--- src/cmo_cfg_pkg.sv ---
// Cache geometry, flush queue sizing and address, set, tag, line and way types
package cmo_cfg_pkg;

    // Request address and line layout
    localparam int ADDR_W      = 16;
    localparam int CL_OFFSET_W = 4;

    // Directory geometry
    localparam int SETS    = 8;
    localparam int SET_W   = 3;
    localparam int WAYS    = 4;
    localparam int TAG_W   = 9;
    localparam int NLINE_W = SET_W + TAG_W;

    // Flush allocation queue
    localparam int FLUSH_FIFO_DEPTH = 3;
    localparam int FLUSH_PTR_W      = 2;
    // Count must reach the full depth
    localparam int FLUSH_CNT_W      = 2;

    typedef logic [ADDR_W-1:0]  cmo_addr_t;
    typedef logic [SET_W-1:0]   cmo_set_t;
    typedef logic [TAG_W-1:0]   cmo_tag_t;

    // Tag in the upper bits, set in the lower bits
    typedef logic [NLINE_W-1:0] cmo_nline_t;

    // One-hot way select or way mask
    typedef logic [WAYS-1:0]    cmo_way_vec_t;

endpackage

--- src/cmo_op_pkg.sv ---
// Opcode enum, request and status structs, directory and flush allocation structs
package cmo_op_pkg;

    import cmo_cfg_pkg::*;

    typedef enum logic [2:0] {
        CMO_FENCE       = 3'd0,
        CMO_INVAL_NLINE = 3'd1,
        CMO_INVAL_ALL   = 3'd2,
        CMO_FLUSH_NLINE = 3'd3,
        CMO_FLUSH_ALL   = 3'd4
    } cmo_op_e;

    typedef struct packed {
        cmo_op_e   op;
        cmo_addr_t addr;
    } cmo_req_t;

    // Levels driven by the rest of the cache
    typedef struct packed {
        logic wbuf_empty;
        logic mshr_empty;
        logic rtab_empty;
        logic ctrl_empty;
    } cmo_status_t;

    typedef struct packed {
        cmo_tag_t tag;
        cmo_set_t set;
    } dir_nline_chk_t;

    typedef struct packed {
        cmo_set_t     set;
        cmo_way_vec_t way;
    } dir_entry_chk_t;

    typedef struct packed {
        logic     valid;
        logic     dirty;
        cmo_tag_t tag;
    } dir_entry_rsp_t;

    // Hit way is all zeros on a miss
    typedef struct packed {
        cmo_way_vec_t hit_way;
        logic         dirty;
    } dir_nline_rsp_t;

    typedef struct packed {
        cmo_set_t     set;
        cmo_way_vec_t way;
    } dir_inval_t;

    typedef struct packed {
        cmo_nline_t   nline;
        cmo_way_vec_t way;
    } flush_alloc_t;

endpackage

--- src/cmo_set_way_walker.sv ---
// Set and one-hot way counters for whole-cache walks, with last-set and last-way flags
`timescale 1ns/10ps

module cmo_set_way_walker
    import cmo_cfg_pkg::*;
(
    input  logic         clk_i,
    input  logic         rst_ni,

    input  logic         step_i,
    input  logic         restart_i,

    output cmo_set_t     set_o,
    output cmo_way_vec_t way_o,
    output logic         set_last_o,
    output logic         way_last_o
);

    cmo_set_t     set_q, set_d;
    cmo_way_vec_t way_q, way_d;

    assign set_o      = set_q;
    assign way_o      = way_q;
    assign set_last_o = (set_q == cmo_set_t'(SETS - 1));
    assign way_last_o = way_q[WAYS-1];

    always_comb begin
        set_d = set_q;
        way_d = way_q;
        if (restart_i) begin
            set_d = '0;
            way_d = cmo_way_vec_t'(1);
        end else if (step_i) begin
            // Ways innermost, set moves on after the last way
            way_d = {way_q[WAYS-2:0], way_q[WAYS-1]};
            if (way_last_o) begin
                set_d = set_last_o ? '0 : set_q + 1'b1;
            end
        end
    end

    always_ff @(posedge clk_i or negedge rst_ni) begin
        if (!rst_ni) begin
            set_q <= '0;
            way_q <= cmo_way_vec_t'(1);
        end else begin
            set_q <= set_d;
            way_q <= way_d;
        end
    end

    assert property (@(posedge clk_i) disable iff (!rst_ni)
        $onehot(way_o))
        else $error("cmo_set_way_walker: way select not one-hot");

endmodule

--- src/cmo_flush_fifo.sv ---
// Three-entry feedthrough register queue for flush allocations
`timescale 1ns/10ps

module cmo_flush_fifo
    import cmo_cfg_pkg::*;
    import cmo_op_pkg::*;
(
    input  logic         clk_i,
    input  logic         rst_ni,

    input  logic         push_i,
    input  flush_alloc_t push_data_i,
    output logic         has_room_o,

    output logic         valid_o,
    output flush_alloc_t data_o,
    input  logic         ready_i
);

    flush_alloc_t           mem_q [FLUSH_FIFO_DEPTH];
    logic [FLUSH_PTR_W-1:0] wr_ptr_q, rd_ptr_q;
    logic [FLUSH_CNT_W-1:0] count_q;
    logic                   empty;
    logic                   bypass;
    logic                   wr_en;
    logic                   rd_en;

    function automatic logic [FLUSH_PTR_W-1:0] next_ptr(logic [FLUSH_PTR_W-1:0] ptr);
        return (ptr == FLUSH_PTR_W'(FLUSH_FIFO_DEPTH - 1)) ? '0 : ptr + 1'b1;
    endfunction

    assign empty = (count_q == '0);

    // Empty queue passes the pushed entry straight to the head
    assign valid_o = !empty || push_i;
    assign data_o  = empty ? push_data_i : mem_q[rd_ptr_q];

    assign bypass = empty && push_i && ready_i;
    assign wr_en  = push_i && !bypass;
    assign rd_en  = !empty && ready_i;

    // Room left after a push in this same cycle, pops not counted
    assign has_room_o = count_q < (push_i ? FLUSH_CNT_W'(FLUSH_FIFO_DEPTH - 1)
                                          : FLUSH_CNT_W'(FLUSH_FIFO_DEPTH));

    always_ff @(posedge clk_i or negedge rst_ni) begin
        if (!rst_ni) begin
            wr_ptr_q <= '0;
            rd_ptr_q <= '0;
            count_q  <= '0;
        end else begin
            if (wr_en) begin
                wr_ptr_q <= next_ptr(wr_ptr_q);
            end
            if (rd_en) begin
                rd_ptr_q <= next_ptr(rd_ptr_q);
            end
            count_q <= count_q + FLUSH_CNT_W'(wr_en) - FLUSH_CNT_W'(rd_en);
        end
    end

    always_ff @(posedge clk_i) begin
        if (wr_en) begin
            mem_q[wr_ptr_q] <= push_data_i;
        end
    end

    assert property (@(posedge clk_i) disable iff (!rst_ni)
        push_i |-> (count_q != FLUSH_CNT_W'(FLUSH_FIFO_DEPTH)))
        else $error("cmo_flush_fifo: push into full queue");

    // Back-pressure keeps the head in place
    assert property (@(posedge clk_i) disable iff (!rst_ni)
        (valid_o && !ready_i) |=> (valid_o && $stable(data_o)))
        else $error("cmo_flush_fifo: head changed under back-pressure");

endmodule

--- src/cmo_ctrl_fsm.sv ---
// CMO controller FSM: request intake, quiescence wait, directory checks, invalidations, flushes
`timescale 1ns/10ps

module cmo_ctrl_fsm
    import cmo_cfg_pkg::*;
    import cmo_op_pkg::*;
(
    input  logic           clk_i,
    input  logic           rst_ni,

    input  logic           req_valid_i,
    input  cmo_req_t       req_i,
    output logic           req_ready_o,
    output logic           req_wait_o,

    input  cmo_status_t    status_i,
    output logic           wbuf_flush_all_o,

    output logic           dir_nline_chk_o,
    output dir_nline_chk_t dir_nline_chk_data_o,
    input  dir_nline_rsp_t dir_nline_rsp_i,

    output logic           dir_entry_chk_o,
    output dir_entry_chk_t dir_entry_chk_data_o,
    input  dir_entry_rsp_t dir_entry_rsp_i,

    output logic           dir_inval_o,
    output dir_inval_t     dir_inval_data_o,

    output logic           walk_step_o,
    output logic           walk_restart_o,
    input  cmo_set_t       walk_set_i,
    input  cmo_way_vec_t   walk_way_i,
    input  logic           walk_set_last_i,
    input  logic           walk_way_last_i,

    output logic           push_o,
    output flush_alloc_t   push_data_o,
    input  logic           has_room_i
);

    typedef enum logic [3:0] {
        ST_IDLE,
        ST_FENCE_WAIT,
        ST_WAIT_QUIET,
        ST_INVAL_NLINE_CHK,
        ST_INVAL_NLINE_SET,
        ST_INVAL_ALL,
        ST_FLUSH_NLINE_CHK,
        ST_FLUSH_NLINE_PUSH,
        ST_FLUSH_ALL_WALK,
        ST_FLUSH_ALL_DRAIN
    } cmo_state_e;

    cmo_state_e     state_q, state_d;
    cmo_op_e        op_q, op_d;
    cmo_addr_t      addr_q, addr_d;
    cmo_set_t       inval_set_q, inval_set_d;

    // Entry check issued last cycle, paired with this cycle's answer
    logic           pend_valid_q, pend_valid_d;
    dir_entry_chk_t pend_q, pend_d;

    cmo_nline_t     addr_nline;
    cmo_set_t       addr_set;
    cmo_tag_t       addr_tag;
    logic           quiet;
    logic           nline_hit;
    logic           entry_push;

    function automatic cmo_state_e first_state(cmo_op_e op);
        cmo_state_e st;
        case (op)
            CMO_INVAL_NLINE: st = ST_INVAL_NLINE_CHK;
            CMO_INVAL_ALL:   st = ST_INVAL_ALL;
            CMO_FLUSH_NLINE: st = ST_FLUSH_NLINE_CHK;
            CMO_FLUSH_ALL:   st = ST_FLUSH_ALL_WALK;
            default:         st = ST_IDLE;
        endcase
        return st;
    endfunction

    assign addr_nline = addr_q[CL_OFFSET_W +: NLINE_W];
    assign addr_set   = addr_nline[SET_W-1:0];
    assign addr_tag   = addr_nline[NLINE_W-1 -: TAG_W];

    assign quiet     = status_i.mshr_empty & status_i.rtab_empty & status_i.ctrl_empty;
    assign nline_hit = |dir_nline_rsp_i.hit_way;

    // Only high in the cycle after an entry check of the flush-all walk
    assign entry_push = pend_valid_q & dir_entry_rsp_i.valid & dir_entry_rsp_i.dirty;

    assign req_ready_o = (state_q == ST_IDLE);
    assign req_wait_o  = (state_q == ST_FENCE_WAIT) || (state_q == ST_WAIT_QUIET);

    assign dir_nline_chk_data_o = '{tag: addr_tag, set: addr_set};
    assign dir_entry_chk_data_o = '{set: walk_set_i, way: walk_way_i};

    always_comb begin
        state_d      = state_q;
        op_d         = op_q;
        addr_d       = addr_q;
        inval_set_d  = inval_set_q;
        pend_valid_d = 1'b0;
        pend_d       = pend_q;

        walk_step_o      = 1'b0;
        walk_restart_o   = 1'b0;
        wbuf_flush_all_o = 1'b0;
        dir_nline_chk_o  = 1'b0;
        dir_entry_chk_o  = 1'b0;
        dir_inval_o      = 1'b0;
        dir_inval_data_o = '{set: addr_set, way: '0};

        push_o      = entry_push;
        push_data_o = '{nline: {dir_entry_rsp_i.tag, pend_q.set}, way: pend_q.way};

        unique case (state_q)
            ST_IDLE: begin
                if (req_valid_i) begin
                    op_d           = req_i.op;
                    addr_d         = req_i.addr;
                    inval_set_d    = '0;
                    walk_restart_o = 1'b1;
                    if (req_i.op == CMO_FENCE) begin
                        // Drain the write buffer once the replay table is empty
                        wbuf_flush_all_o = status_i.rtab_empty;
                        if (!(status_i.wbuf_empty && status_i.rtab_empty)) begin
                            state_d = ST_FENCE_WAIT;
                        end
                    end else if (quiet) begin
                        state_d = first_state(req_i.op);
                    end else begin
                        state_d = ST_WAIT_QUIET;
                    end
                end
            end
            ST_FENCE_WAIT: begin
                wbuf_flush_all_o = status_i.rtab_empty;
                if (status_i.wbuf_empty && status_i.rtab_empty) begin
                    state_d = ST_IDLE;
                end
            end
            ST_WAIT_QUIET: begin
                if (quiet) begin
                    state_d = first_state(op_q);
                end
            end
            ST_INVAL_NLINE_CHK: begin
                dir_nline_chk_o = 1'b1;
                state_d         = ST_INVAL_NLINE_SET;
            end
            ST_INVAL_NLINE_SET: begin
                dir_inval_o      = nline_hit;
                dir_inval_data_o = '{set: addr_set, way: dir_nline_rsp_i.hit_way};
                state_d          = ST_IDLE;
            end
            ST_INVAL_ALL: begin
                // One set per cycle, all ways at once
                dir_inval_o      = 1'b1;
                dir_inval_data_o = '{set: inval_set_q, way: '1};
                inval_set_d      = inval_set_q + 1'b1;
                if (inval_set_q == cmo_set_t'(SETS - 1)) begin
                    state_d = ST_IDLE;
                end
            end
            ST_FLUSH_NLINE_CHK: begin
                // Hold the check until a slot is free for the push
                if (has_room_i) begin
                    dir_nline_chk_o = 1'b1;
                    state_d         = ST_FLUSH_NLINE_PUSH;
                end
            end
            ST_FLUSH_NLINE_PUSH: begin
                push_o      = nline_hit & dir_nline_rsp_i.dirty;
                push_data_o = '{nline: addr_nline, way: dir_nline_rsp_i.hit_way};
                state_d     = ST_IDLE;
            end
            ST_FLUSH_ALL_WALK: begin
                if (has_room_i) begin
                    dir_entry_chk_o = 1'b1;
                    walk_step_o     = 1'b1;
                    pend_valid_d    = 1'b1;
                    pend_d          = '{set: walk_set_i, way: walk_way_i};
                    if (walk_set_last_i && walk_way_last_i) begin
                        state_d = ST_FLUSH_ALL_DRAIN;
                    end
                end
            end
            ST_FLUSH_ALL_DRAIN: begin
                // Answer to the last entry check is pushed by the default above
                state_d = ST_IDLE;
            end
            default: begin
                state_d = ST_IDLE;
            end
        endcase
    end

    always_ff @(posedge clk_i or negedge rst_ni) begin
        if (!rst_ni) begin
            state_q      <= ST_IDLE;
            inval_set_q  <= '0;
            pend_valid_q <= 1'b0;
        end else begin
            state_q      <= state_d;
            inval_set_q  <= inval_set_d;
            pend_valid_q <= pend_valid_d;
        end
    end

    always_ff @(posedge clk_i) begin
        op_q   <= op_d;
        addr_q <= addr_d;
        pend_q <= pend_d;
    end

    // Requester must wait for ready
    assert property (@(posedge clk_i) disable iff (!rst_ni)
        req_valid_i |-> req_ready_o)
        else $error("cmo_ctrl_fsm: request while busy");

    assert property (@(posedge clk_i) disable iff (!rst_ni)
        (req_valid_i && req_ready_o) |-> (req_i.op inside {CMO_FENCE, CMO_INVAL_NLINE,
                                          CMO_INVAL_ALL, CMO_FLUSH_NLINE, CMO_FLUSH_ALL}))
        else $error("cmo_ctrl_fsm: illegal opcode %0d", req_i.op);

endmodule

--- src/cmo_handler.sv ---
// CMO handler top level connecting the controller, set/way walker and flush queue
`timescale 1ns/10ps

module cmo_handler
    import cmo_cfg_pkg::*;
    import cmo_op_pkg::*;
(
    input  logic           clk_i,
    input  logic           rst_ni,

    input  logic           req_valid_i,
    input  cmo_req_t       req_i,
    output logic           req_ready_o,
    output logic           req_wait_o,

    input  cmo_status_t    status_i,
    output logic           wbuf_flush_all_o,

    output logic           dir_nline_chk_o,
    output dir_nline_chk_t dir_nline_chk_data_o,
    input  dir_nline_rsp_t dir_nline_rsp_i,

    output logic           dir_entry_chk_o,
    output dir_entry_chk_t dir_entry_chk_data_o,
    input  dir_entry_rsp_t dir_entry_rsp_i,

    output logic           dir_inval_o,
    output dir_inval_t     dir_inval_data_o,

    output logic           flush_alloc_valid_o,
    output flush_alloc_t   flush_alloc_o,
    input  logic           flush_alloc_ready_i
);

    // Walker handshake
    logic         walk_step;
    logic         walk_restart;
    cmo_set_t     walk_set;
    cmo_way_vec_t walk_way;
    logic         walk_set_last;
    logic         walk_way_last;

    // Flush queue write side
    logic         push;
    flush_alloc_t push_data;
    logic         has_room;

    cmo_ctrl_fsm u_ctrl (
        .clk_i                (clk_i),
        .rst_ni               (rst_ni),
        .req_valid_i          (req_valid_i),
        .req_i                (req_i),
        .req_ready_o          (req_ready_o),
        .req_wait_o           (req_wait_o),
        .status_i             (status_i),
        .wbuf_flush_all_o     (wbuf_flush_all_o),
        .dir_nline_chk_o      (dir_nline_chk_o),
        .dir_nline_chk_data_o (dir_nline_chk_data_o),
        .dir_nline_rsp_i      (dir_nline_rsp_i),
        .dir_entry_chk_o      (dir_entry_chk_o),
        .dir_entry_chk_data_o (dir_entry_chk_data_o),
        .dir_entry_rsp_i      (dir_entry_rsp_i),
        .dir_inval_o          (dir_inval_o),
        .dir_inval_data_o     (dir_inval_data_o),
        .walk_step_o          (walk_step),
        .walk_restart_o       (walk_restart),
        .walk_set_i           (walk_set),
        .walk_way_i           (walk_way),
        .walk_set_last_i      (walk_set_last),
        .walk_way_last_i      (walk_way_last),
        .push_o               (push),
        .push_data_o          (push_data),
        .has_room_i           (has_room)
    );

    cmo_set_way_walker u_walker (
        .clk_i      (clk_i),
        .rst_ni     (rst_ni),
        .step_i     (walk_step),
        .restart_i  (walk_restart),
        .set_o      (walk_set),
        .way_o      (walk_way),
        .set_last_o (walk_set_last),
        .way_last_o (walk_way_last)
    );

    cmo_flush_fifo u_flush_fifo (
        .clk_i       (clk_i),
        .rst_ni      (rst_ni),
        .push_i      (push),
        .push_data_i (push_data),
        .has_room_o  (has_room),
        .valid_o     (flush_alloc_valid_o),
        .data_o      (flush_alloc_o),
        .ready_i     (flush_alloc_ready_i)
    );

endmodule

--- config.mk ---
export PLATFORM = sky130hd
export DESIGN_NAME = cmo_handler
export DESIGN_NICKNAME = d
export VERILOG_FILES = /design/src/cmo_cfg_pkg.sv /design/src/cmo_op_pkg.sv /design/src/cmo_set_way_walker.sv /design/src/cmo_flush_fifo.sv /design/src/cmo_ctrl_fsm.sv /design/src/cmo_handler.sv
export SDC_FILE = /design/constraint.sdc
export NUM_CORES = 1
export LEC_CHECK = 0
export BUFFER_PORTS_ARGS = -buffer_cell sky130_fd_sc_hd__buf_2
export CAP_MARGIN = 20
export CORE_UTILIZATION = 59
export DETAILED_ROUTE_END_ITERATION = 12
export PLACE_DENSITY = 0.85
export REMOVE_ABC_BUFFERS = 1
export SLEW_MARGIN = 5
export SYNTH_ARGS = -nofsm -noshare
export SYNTH_HDL_FRONTEND = slang
export SYNTH_SLANG_ARGS = --single-unit
--- constraint.sdc ---
create_clock -name clk_i -period 7.75 [get_ports clk_i]
set_input_delay 1.55 -clock clk_i [delete_from_list [all_inputs] [get_ports clk_i]]
set_output_delay 1.55 -clock clk_i [all_outputs]
set_load 0.02 [all_outputs]
# [After elaboration in Yosys (flattened, before gate mapping)]
# Memories as Yosys holds them, arrays and structs flattened.
# Index checks and enable logic that the tools add are counted.
[totals] ff_bits=47 latchBits=0 mem_bits_rw=48 rom_bits=0 input_bits=43 out_inout_bits=49 wordCells=114 mem_count=1
[memory_table] name="u_flush_fifo.mem_q" depth=3 width=16 rd=1 rd_ports_with_merged_regs=0 wr=1 line="cmo_flush_fifo.sv:20" rtl="flush_alloc_t mem_q [FLUSH_FIFO_DEPTH];"
[classes] add_sub_neg=6 mul=0 div_mod_pow=0 order_cmp=1 n_eq_ne=28 n_shift=0 n_mux=39 n_bitwise=5 n_reduce_logical=22
[op_table] op="4-bit two-way mux" count=12
[op_table] op="16-bit two-way mux" count=2
[op_table] op="4-bit one-hot mux with 4 select lines" count=2
[op_table] op="4-bit one-hot mux with 7 select lines" count=1
[op_table] op="4-bit by 3-bit equality test with 1-bit output, second input constant" count=4
[op_table] op="3-bit two-way mux" count=5
[op_table] op="7-bit one-hot mux with 2 select lines" count=1
[op_table] op="3-bit by 2-bit equality test with 1-bit output, second input constant" count=4
[op_table] op="3-bit equality test, second input constant" count=4
[op_table] op="1-bit two-way mux" count=10
[op_table] op="4-bit by 2-bit equality test with 1-bit output, second input constant" count=2
[op_table] op="2-bit inequality test, second input constant" count=4
[op_table] op="2-bit AND reduction" count=4
[op_table] op="8-bit AND reduction" count=1
[op_table] op="3-bit by 1-bit adder with 3-bit output, second input constant" count=2
[op_table] op="3-bit by 1-bit equality test with 1-bit output, second input constant" count=2
[op_table] op="1-bit logical AND" count=6
[op_table] op="2-bit by 1-bit inequality test with 1-bit output, second input constant" count=3
[op_table] op="1-bit one-hot mux with 2 select lines" count=3
[op_table] op="3-bit one-hot mux with 2 select lines" count=1
[op_table] op="2-bit nonzero test" count=3
[op_table] op="1-bit AND" count=5
[op_table] op="2-bit by 1-bit adder with 2-bit output, second input constant" count=2
[op_table] op="2-bit equality test, second input constant" count=2
[op_table] op="13 further kinds" count=16

# [Longest topological paths before layout]
[depth] word_depth=9 mapped_depth=9

# [By module]
# From an unflattened synthesis, not the netlist that was laid out.
[unflattened] cells_unflattened=328 hier_area_um2=4311.6
[modules_own_cells] mod="cmo_flush_fifo" n_inst=1 cells_per_inst=150 area_per_inst_um2=2210.9 seq_area_each_um2=1591.5
[modules_own_cells] mod="cmo_ctrl_fsm" n_inst=1 cells_per_inst=148 area_per_inst_um2=1747.9 seq_area_each_um2=860.8
[modules_own_cells] mod="cmo_set_way_walker" n_inst=1 cells_per_inst=30 area_per_inst_um2=352.8 seq_area_each_um2=176.4

# [Worst setup path before layout]
# Ideal clock, no wire load.
[synth_path] path_kind="input-to-output" from="input port dir_nline_rsp_i[1] in the netlist's numbering" to="output port dir_nline_chk_o" arrival_time_ns=2.692 t_required_ns=6.200 slack_ns=3.508 cell_stages=5 path_buffers=0 cell_sequence="o41ai_2 -> mux2i_2 -> o21ai_0 -> nand3_1 -> a21oi_1"
[synth_between] elab_chain_cells=7
[synth_rtl] item="start: declaration" line="cmo_handler.sv:21" rtl="input dir_nline_rsp_t dir_nline_rsp_i,"
[synth_rtl] item="4-bit OR reduction" line="cmo_ctrl_fsm.sv:88" rtl="assign nline_hit = |dir_nline_rsp_i.hit_way;"
[synth_rtl] item="1-bit AND" line="cmo_ctrl_fsm.sv:175" rtl="push_o = nline_hit & dir_nline_rsp_i.dirty;"
[synth_rtl] item="1-bit two-way mux" line="cmo_ctrl_fsm.sv:118" rtl="unique case (state_q)"
[synth_rtl] item="1-bit two-way mux" line="cmo_flush_fifo.sv:43" rtl="assign has_room_o = count_q < (push_i ? FLUSH_CNT_W'(FLUSH_FIFO_DEPTH - 1)"
[synth_rtl] item="2-bit less-than comparator" line="cmo_flush_fifo.sv:43"
[synth_rtl] item="1-bit two-way mux" line="cmo_ctrl_fsm.sv:169" rtl="if (has_room_i) begin"
[synth_rtl] item="1-bit one-hot mux with 2 select lines" line="cmo_ctrl_fsm.sv:118"
[synth_rtl] item="end: declaration" line="cmo_handler.sv:19" rtl="output logic dir_nline_chk_o,"
# Every way passes these cells.

# [Worst setup path in the final report]
[layout_path] from="input port dir_nline_rsp_i[1] in the netlist's numbering" to="output port dir_entry_chk_o"
[layout_between] elab_chain_cells=7
[layout_rtl] item="4-bit OR reduction" line="cmo_ctrl_fsm.sv:88"
[layout_rtl] item="1-bit AND" line="cmo_ctrl_fsm.sv:175"
[layout_rtl] item="1-bit two-way mux" line="cmo_ctrl_fsm.sv:118"
[layout_rtl] item="1-bit two-way mux" line="cmo_flush_fifo.sv:43"
[layout_rtl] item="2-bit less-than comparator" line="cmo_flush_fifo.sv:43"
[layout_rtl] item="1-bit two-way mux" line="cmo_ctrl_fsm.sv:180" rtl="if (has_room_i) begin"
[layout_rtl] item="1-bit two-way mux" line="cmo_ctrl_fsm.sv:118"
[layout_rtl] item="end: declaration" line="cmo_handler.sv:23" rtl="output logic dir_entry_chk_o,"
# Every way passes these cells.

==> key figures <==
Layout
  • Share of post-route cells with drive strength above 1: 39.3%
  • Ant diodes: 0
  • Area grow syn2layout: 14.6%
  • Commonest non-fill, non-tap cells in the layout: 87 x buf_2, 70 x edfxtp_1, 29 x nand2_1, 26 x mux2_2, 22 x o21ai_0
  • Most common cell after layout, fill and taps aside: buf_2
  • Nets: 454

Placed design
  • GPL Wtd Cong: roughly 0.85
  • Setup slack at placement: 3.03 ns
  • Post-DP HPWL: 5890 um
  • Port bufs: 87

Global routing
  • GRT Total Usage: 23.6%
  • Initial antenna violation count: 0
  • Largest net degree at the start of global routing: 36
  • Vias in the first global route: 2717
  • Grt ovf: 0
  • Global-route wire length before repair: 13500 um

STA
  • Clock skew: 0.00880 ns
  • F_max: 212 MHz
  • Final Max Tran Viols: 0
  • Final period util: 60.9%
  • RSZ-0062 raised after global routing: no
  • Worst-Margin Slew: 1.00 ns
  • Final hold violation count: 0
  • Setup TNS Final: 0 ns
  • Min setup slack post-route: a little over 3 ns
  • Final Critical Period: approximately 4.7 ns
  • Setup violators final: 0
  • Max_slew headroom: between 30% and 40%

Synthesis
  • Synth warn: 0
  • Average size of a mapped cell: 13.7 um2
  • Async SR Flop Fraction: 23.1%
  • Synth top area cells: edfxtp_1 48%, dfrtp_1 11%, mux2_2 6.6%, mux2i_1 4.8%, mux2_4 4.1%
  • Register area share after synthesis: 59.5%
  • Cell taking the most area after synthesis: edfxtp_1
  • Leading register cell type out of synthesis: edfxtp_1
  • Post-Synthesis Cells: 323
  • Post-Syn Area: 4420 um2
  • Synthesis-stage register bit count: 91
  • Synth top area share: 47.6%
  • Post-synth cell types: 57
  • Number of synthesized flops with an enable pin: 70

Die
  • Area of the core: just over 7000 um2
  • Die ar.: 7840 um2
  • # IOs: 92
  • Die X: 88.5 um
  • Initial Utilization: 60.9%
  • Die height: 88.5 um
  • # rows: 31

Worst setup path
  • Worst path bufs/invs: 2
  • CP required: 6.20 ns
  • Crit path capture type: output pin
  • CP cell instances: buf_2, o41ai_2, o311a_1, buf_2
  • Crit path top cell by count: buf_2
  • Worst path max stage delay: 0.70 ns
  • Slowest stage cell on the critical path: o311a_1
  • Worst Path Arrival: 3.17 ns
  • Crit start category: primary input
  • CP Max Fanout: 15
  • Crit path max-delay family: compound AO/OA/AOI/OAI gates
  • Setup CP Type: primary input to output pin

Route
  • Post-route antenna net violation count: 0
  • WL per Instance: 16.9 um
  • DRC: 0
  • Initial DRC Count: between 150 and 200
  • Routed WL: between 8000 and 9000 um
  • DR pass1 iterations: 4
  • Via count: 2865
  • Vias per Instance: between 5 and 6

CTS
  • CTS clk-pin slew, worst paths: 0.08 ns
  • CTS tree: built
  • CTS sink cnt: between 90 and 100
  • Hold buffer count at cts: 0
  • H-tree levels: 3
  • Worst-Skew Late Latency: approximately 0.35 ns
  • Max Buffers Root-to-Sink: 2
  • CTS resizes: 0
  • Clk root buf: clkbuf_8
  • Total CTS buffers: 9
  • Postcts setup bufs: 0

Power
  • PwrDens: about 340 nW/um2
  • VDD IR max: 255 uV
  • Total power: 1710 uW
  • Leakage power: 0.00215 uW

Outcome
  • Status: finished clean

Job
  • MaxCap Viol Count: 0

Worst hold path
  • Hold Path Class: flop to flop
[worst register-to-register path, stage by stage (launching register included)]
cell,delay (ns)
dfrtp_1,0.78
nand4b_4,0.53
mux2i_2,0.46
o21ai_2,0.19
nor3b_2,0.75
buf_4,0.32
[area by class of cell]
cell class / count / area [um2]
tap: 99 / 124
clock inverter: 5 / 52.6
inverter: 14 / 52.6
timing repair buffer: 90 / 458
multi-input combinational: 199 / 1610
clock buffer: 11 / 141
sequential: 91 / 2630
fill: 528 / 2190
[report_power, final]
part / internal, uW / leakage (uW) / switching, uW / total, uW
clock network: 157 / 0.000101 / 156 / 314
logic: 303 / 0.00115 / 369 / 672
registers: 599 / 0.000903 / 123 / 721
total: 1060 / 0.00215 / 648 / 1710
[cell usage after synthesis, drive strengths merged (2+ instances only)]
master	instances
mux2	38
o22ai	2
o31ai	2
inv	14
nand3	7
dfrtp	20
nor3	7
nor4	2
nor3b	3
ha	6
xnor2	4
or2	2
mux2i	22
nor2	14
o41ai	2
clkbuf	6
buf	13
nand2	30
edfxtp	70
a21o	5
o21ai	23
nand2b	4
nand4b	2
a21oi	7
[routing by layer]
metal,vias up,part of all wire (%),GRT usage (%)
met3,10,6.3,4.29
met4,0,1.4,9.82
met5,-,0,0
li1,1365,-,-
met2,111,50,40.6
met1,1379,43,29.7
[path summary, 6_finish.rpt]
kind | startpoint | endpoint | slack, ns | cells past startpoint
min in group asynchronous | rst_ni | u_flush_fifo.wr_ptr_q[1] | 1.17 | 1
hold / removal | u_walker.set_o[2] | u_ctrl.pend_q[6] | 0.53 | 0
hold reg to reg | u_walker.set_o[2] | u_ctrl.pend_q[6] | 0.53 | 0
setup / recovery | dir_nline_rsp_i[1] | dir_entry_chk_o | 3.03 | 4
setup reg to reg | u_ctrl.state_q[0] | u_flush_fifo.mem_q[2][1] | 4.42 | 5
max in group asynchronous | rst_ni | u_walker.way_o[0] | 6.22 | 1
[metrics by stage]
| stage | utilization, % | hold WS (ns) | instance area (um2) | std cells |
|---|---|---|---|---|
| 3_5_place_dp | 67.1 | 0.493 | 4870 | 493 |
| 4_1_cts | 69.8 | 0.524 | 5060 | 509 |
| 2_1_floorplan | - | 0.485 | 4280 | 304 |
| 6_report | 69.8 | 0.526 | 5060 | 509 |
| 5_1_grt | 69.8 | 0.554 | 5060 | 509 |
| 3_3_place_gp | 67.1 | 0.492 | 4870 | 493 |
[state kept, by name, indices dropped and copies added, names as in the netlist]
name	cells
u_flush_fifo.rd_ptr_q	2
u_walker.set_o	3
u_walker.way_o	4
u_ctrl.state_q	4
u_flush_fifo.mem_q	48
u_ctrl.inval_set_q	3
u_flush_fifo.count_q	2
u_flush_fifo.wr_ptr_q	2
u_ctrl.op_q	3
u_ctrl.addr_q	12
u_ctrl.pend_q	7
u_ctrl.pend_valid_q	1
[cell families (layout without fill, tap and decap cells)]
| logic type | Yosys count | after routing | share of synthesized area (%) |
|---|---|---|---|
| XOR/XNOR | 4 | 4 | 0.793 |
| multiplexers | 60 | 60 | 15.8 |
| buffers and inverters | 33 | 120 | 4.30 |
| adder cells (fa/ha/maj) | 7 | 7 | 1.93 |
| AO/OA/AOI/OAI | 47 | 47 | 7.14 |
| flip-flops | 91 | 91 | 59.5 |
| AND/OR/NAND/NOR | 81 | 81 | 10.6 |
(Power assumes the default switching activity.)
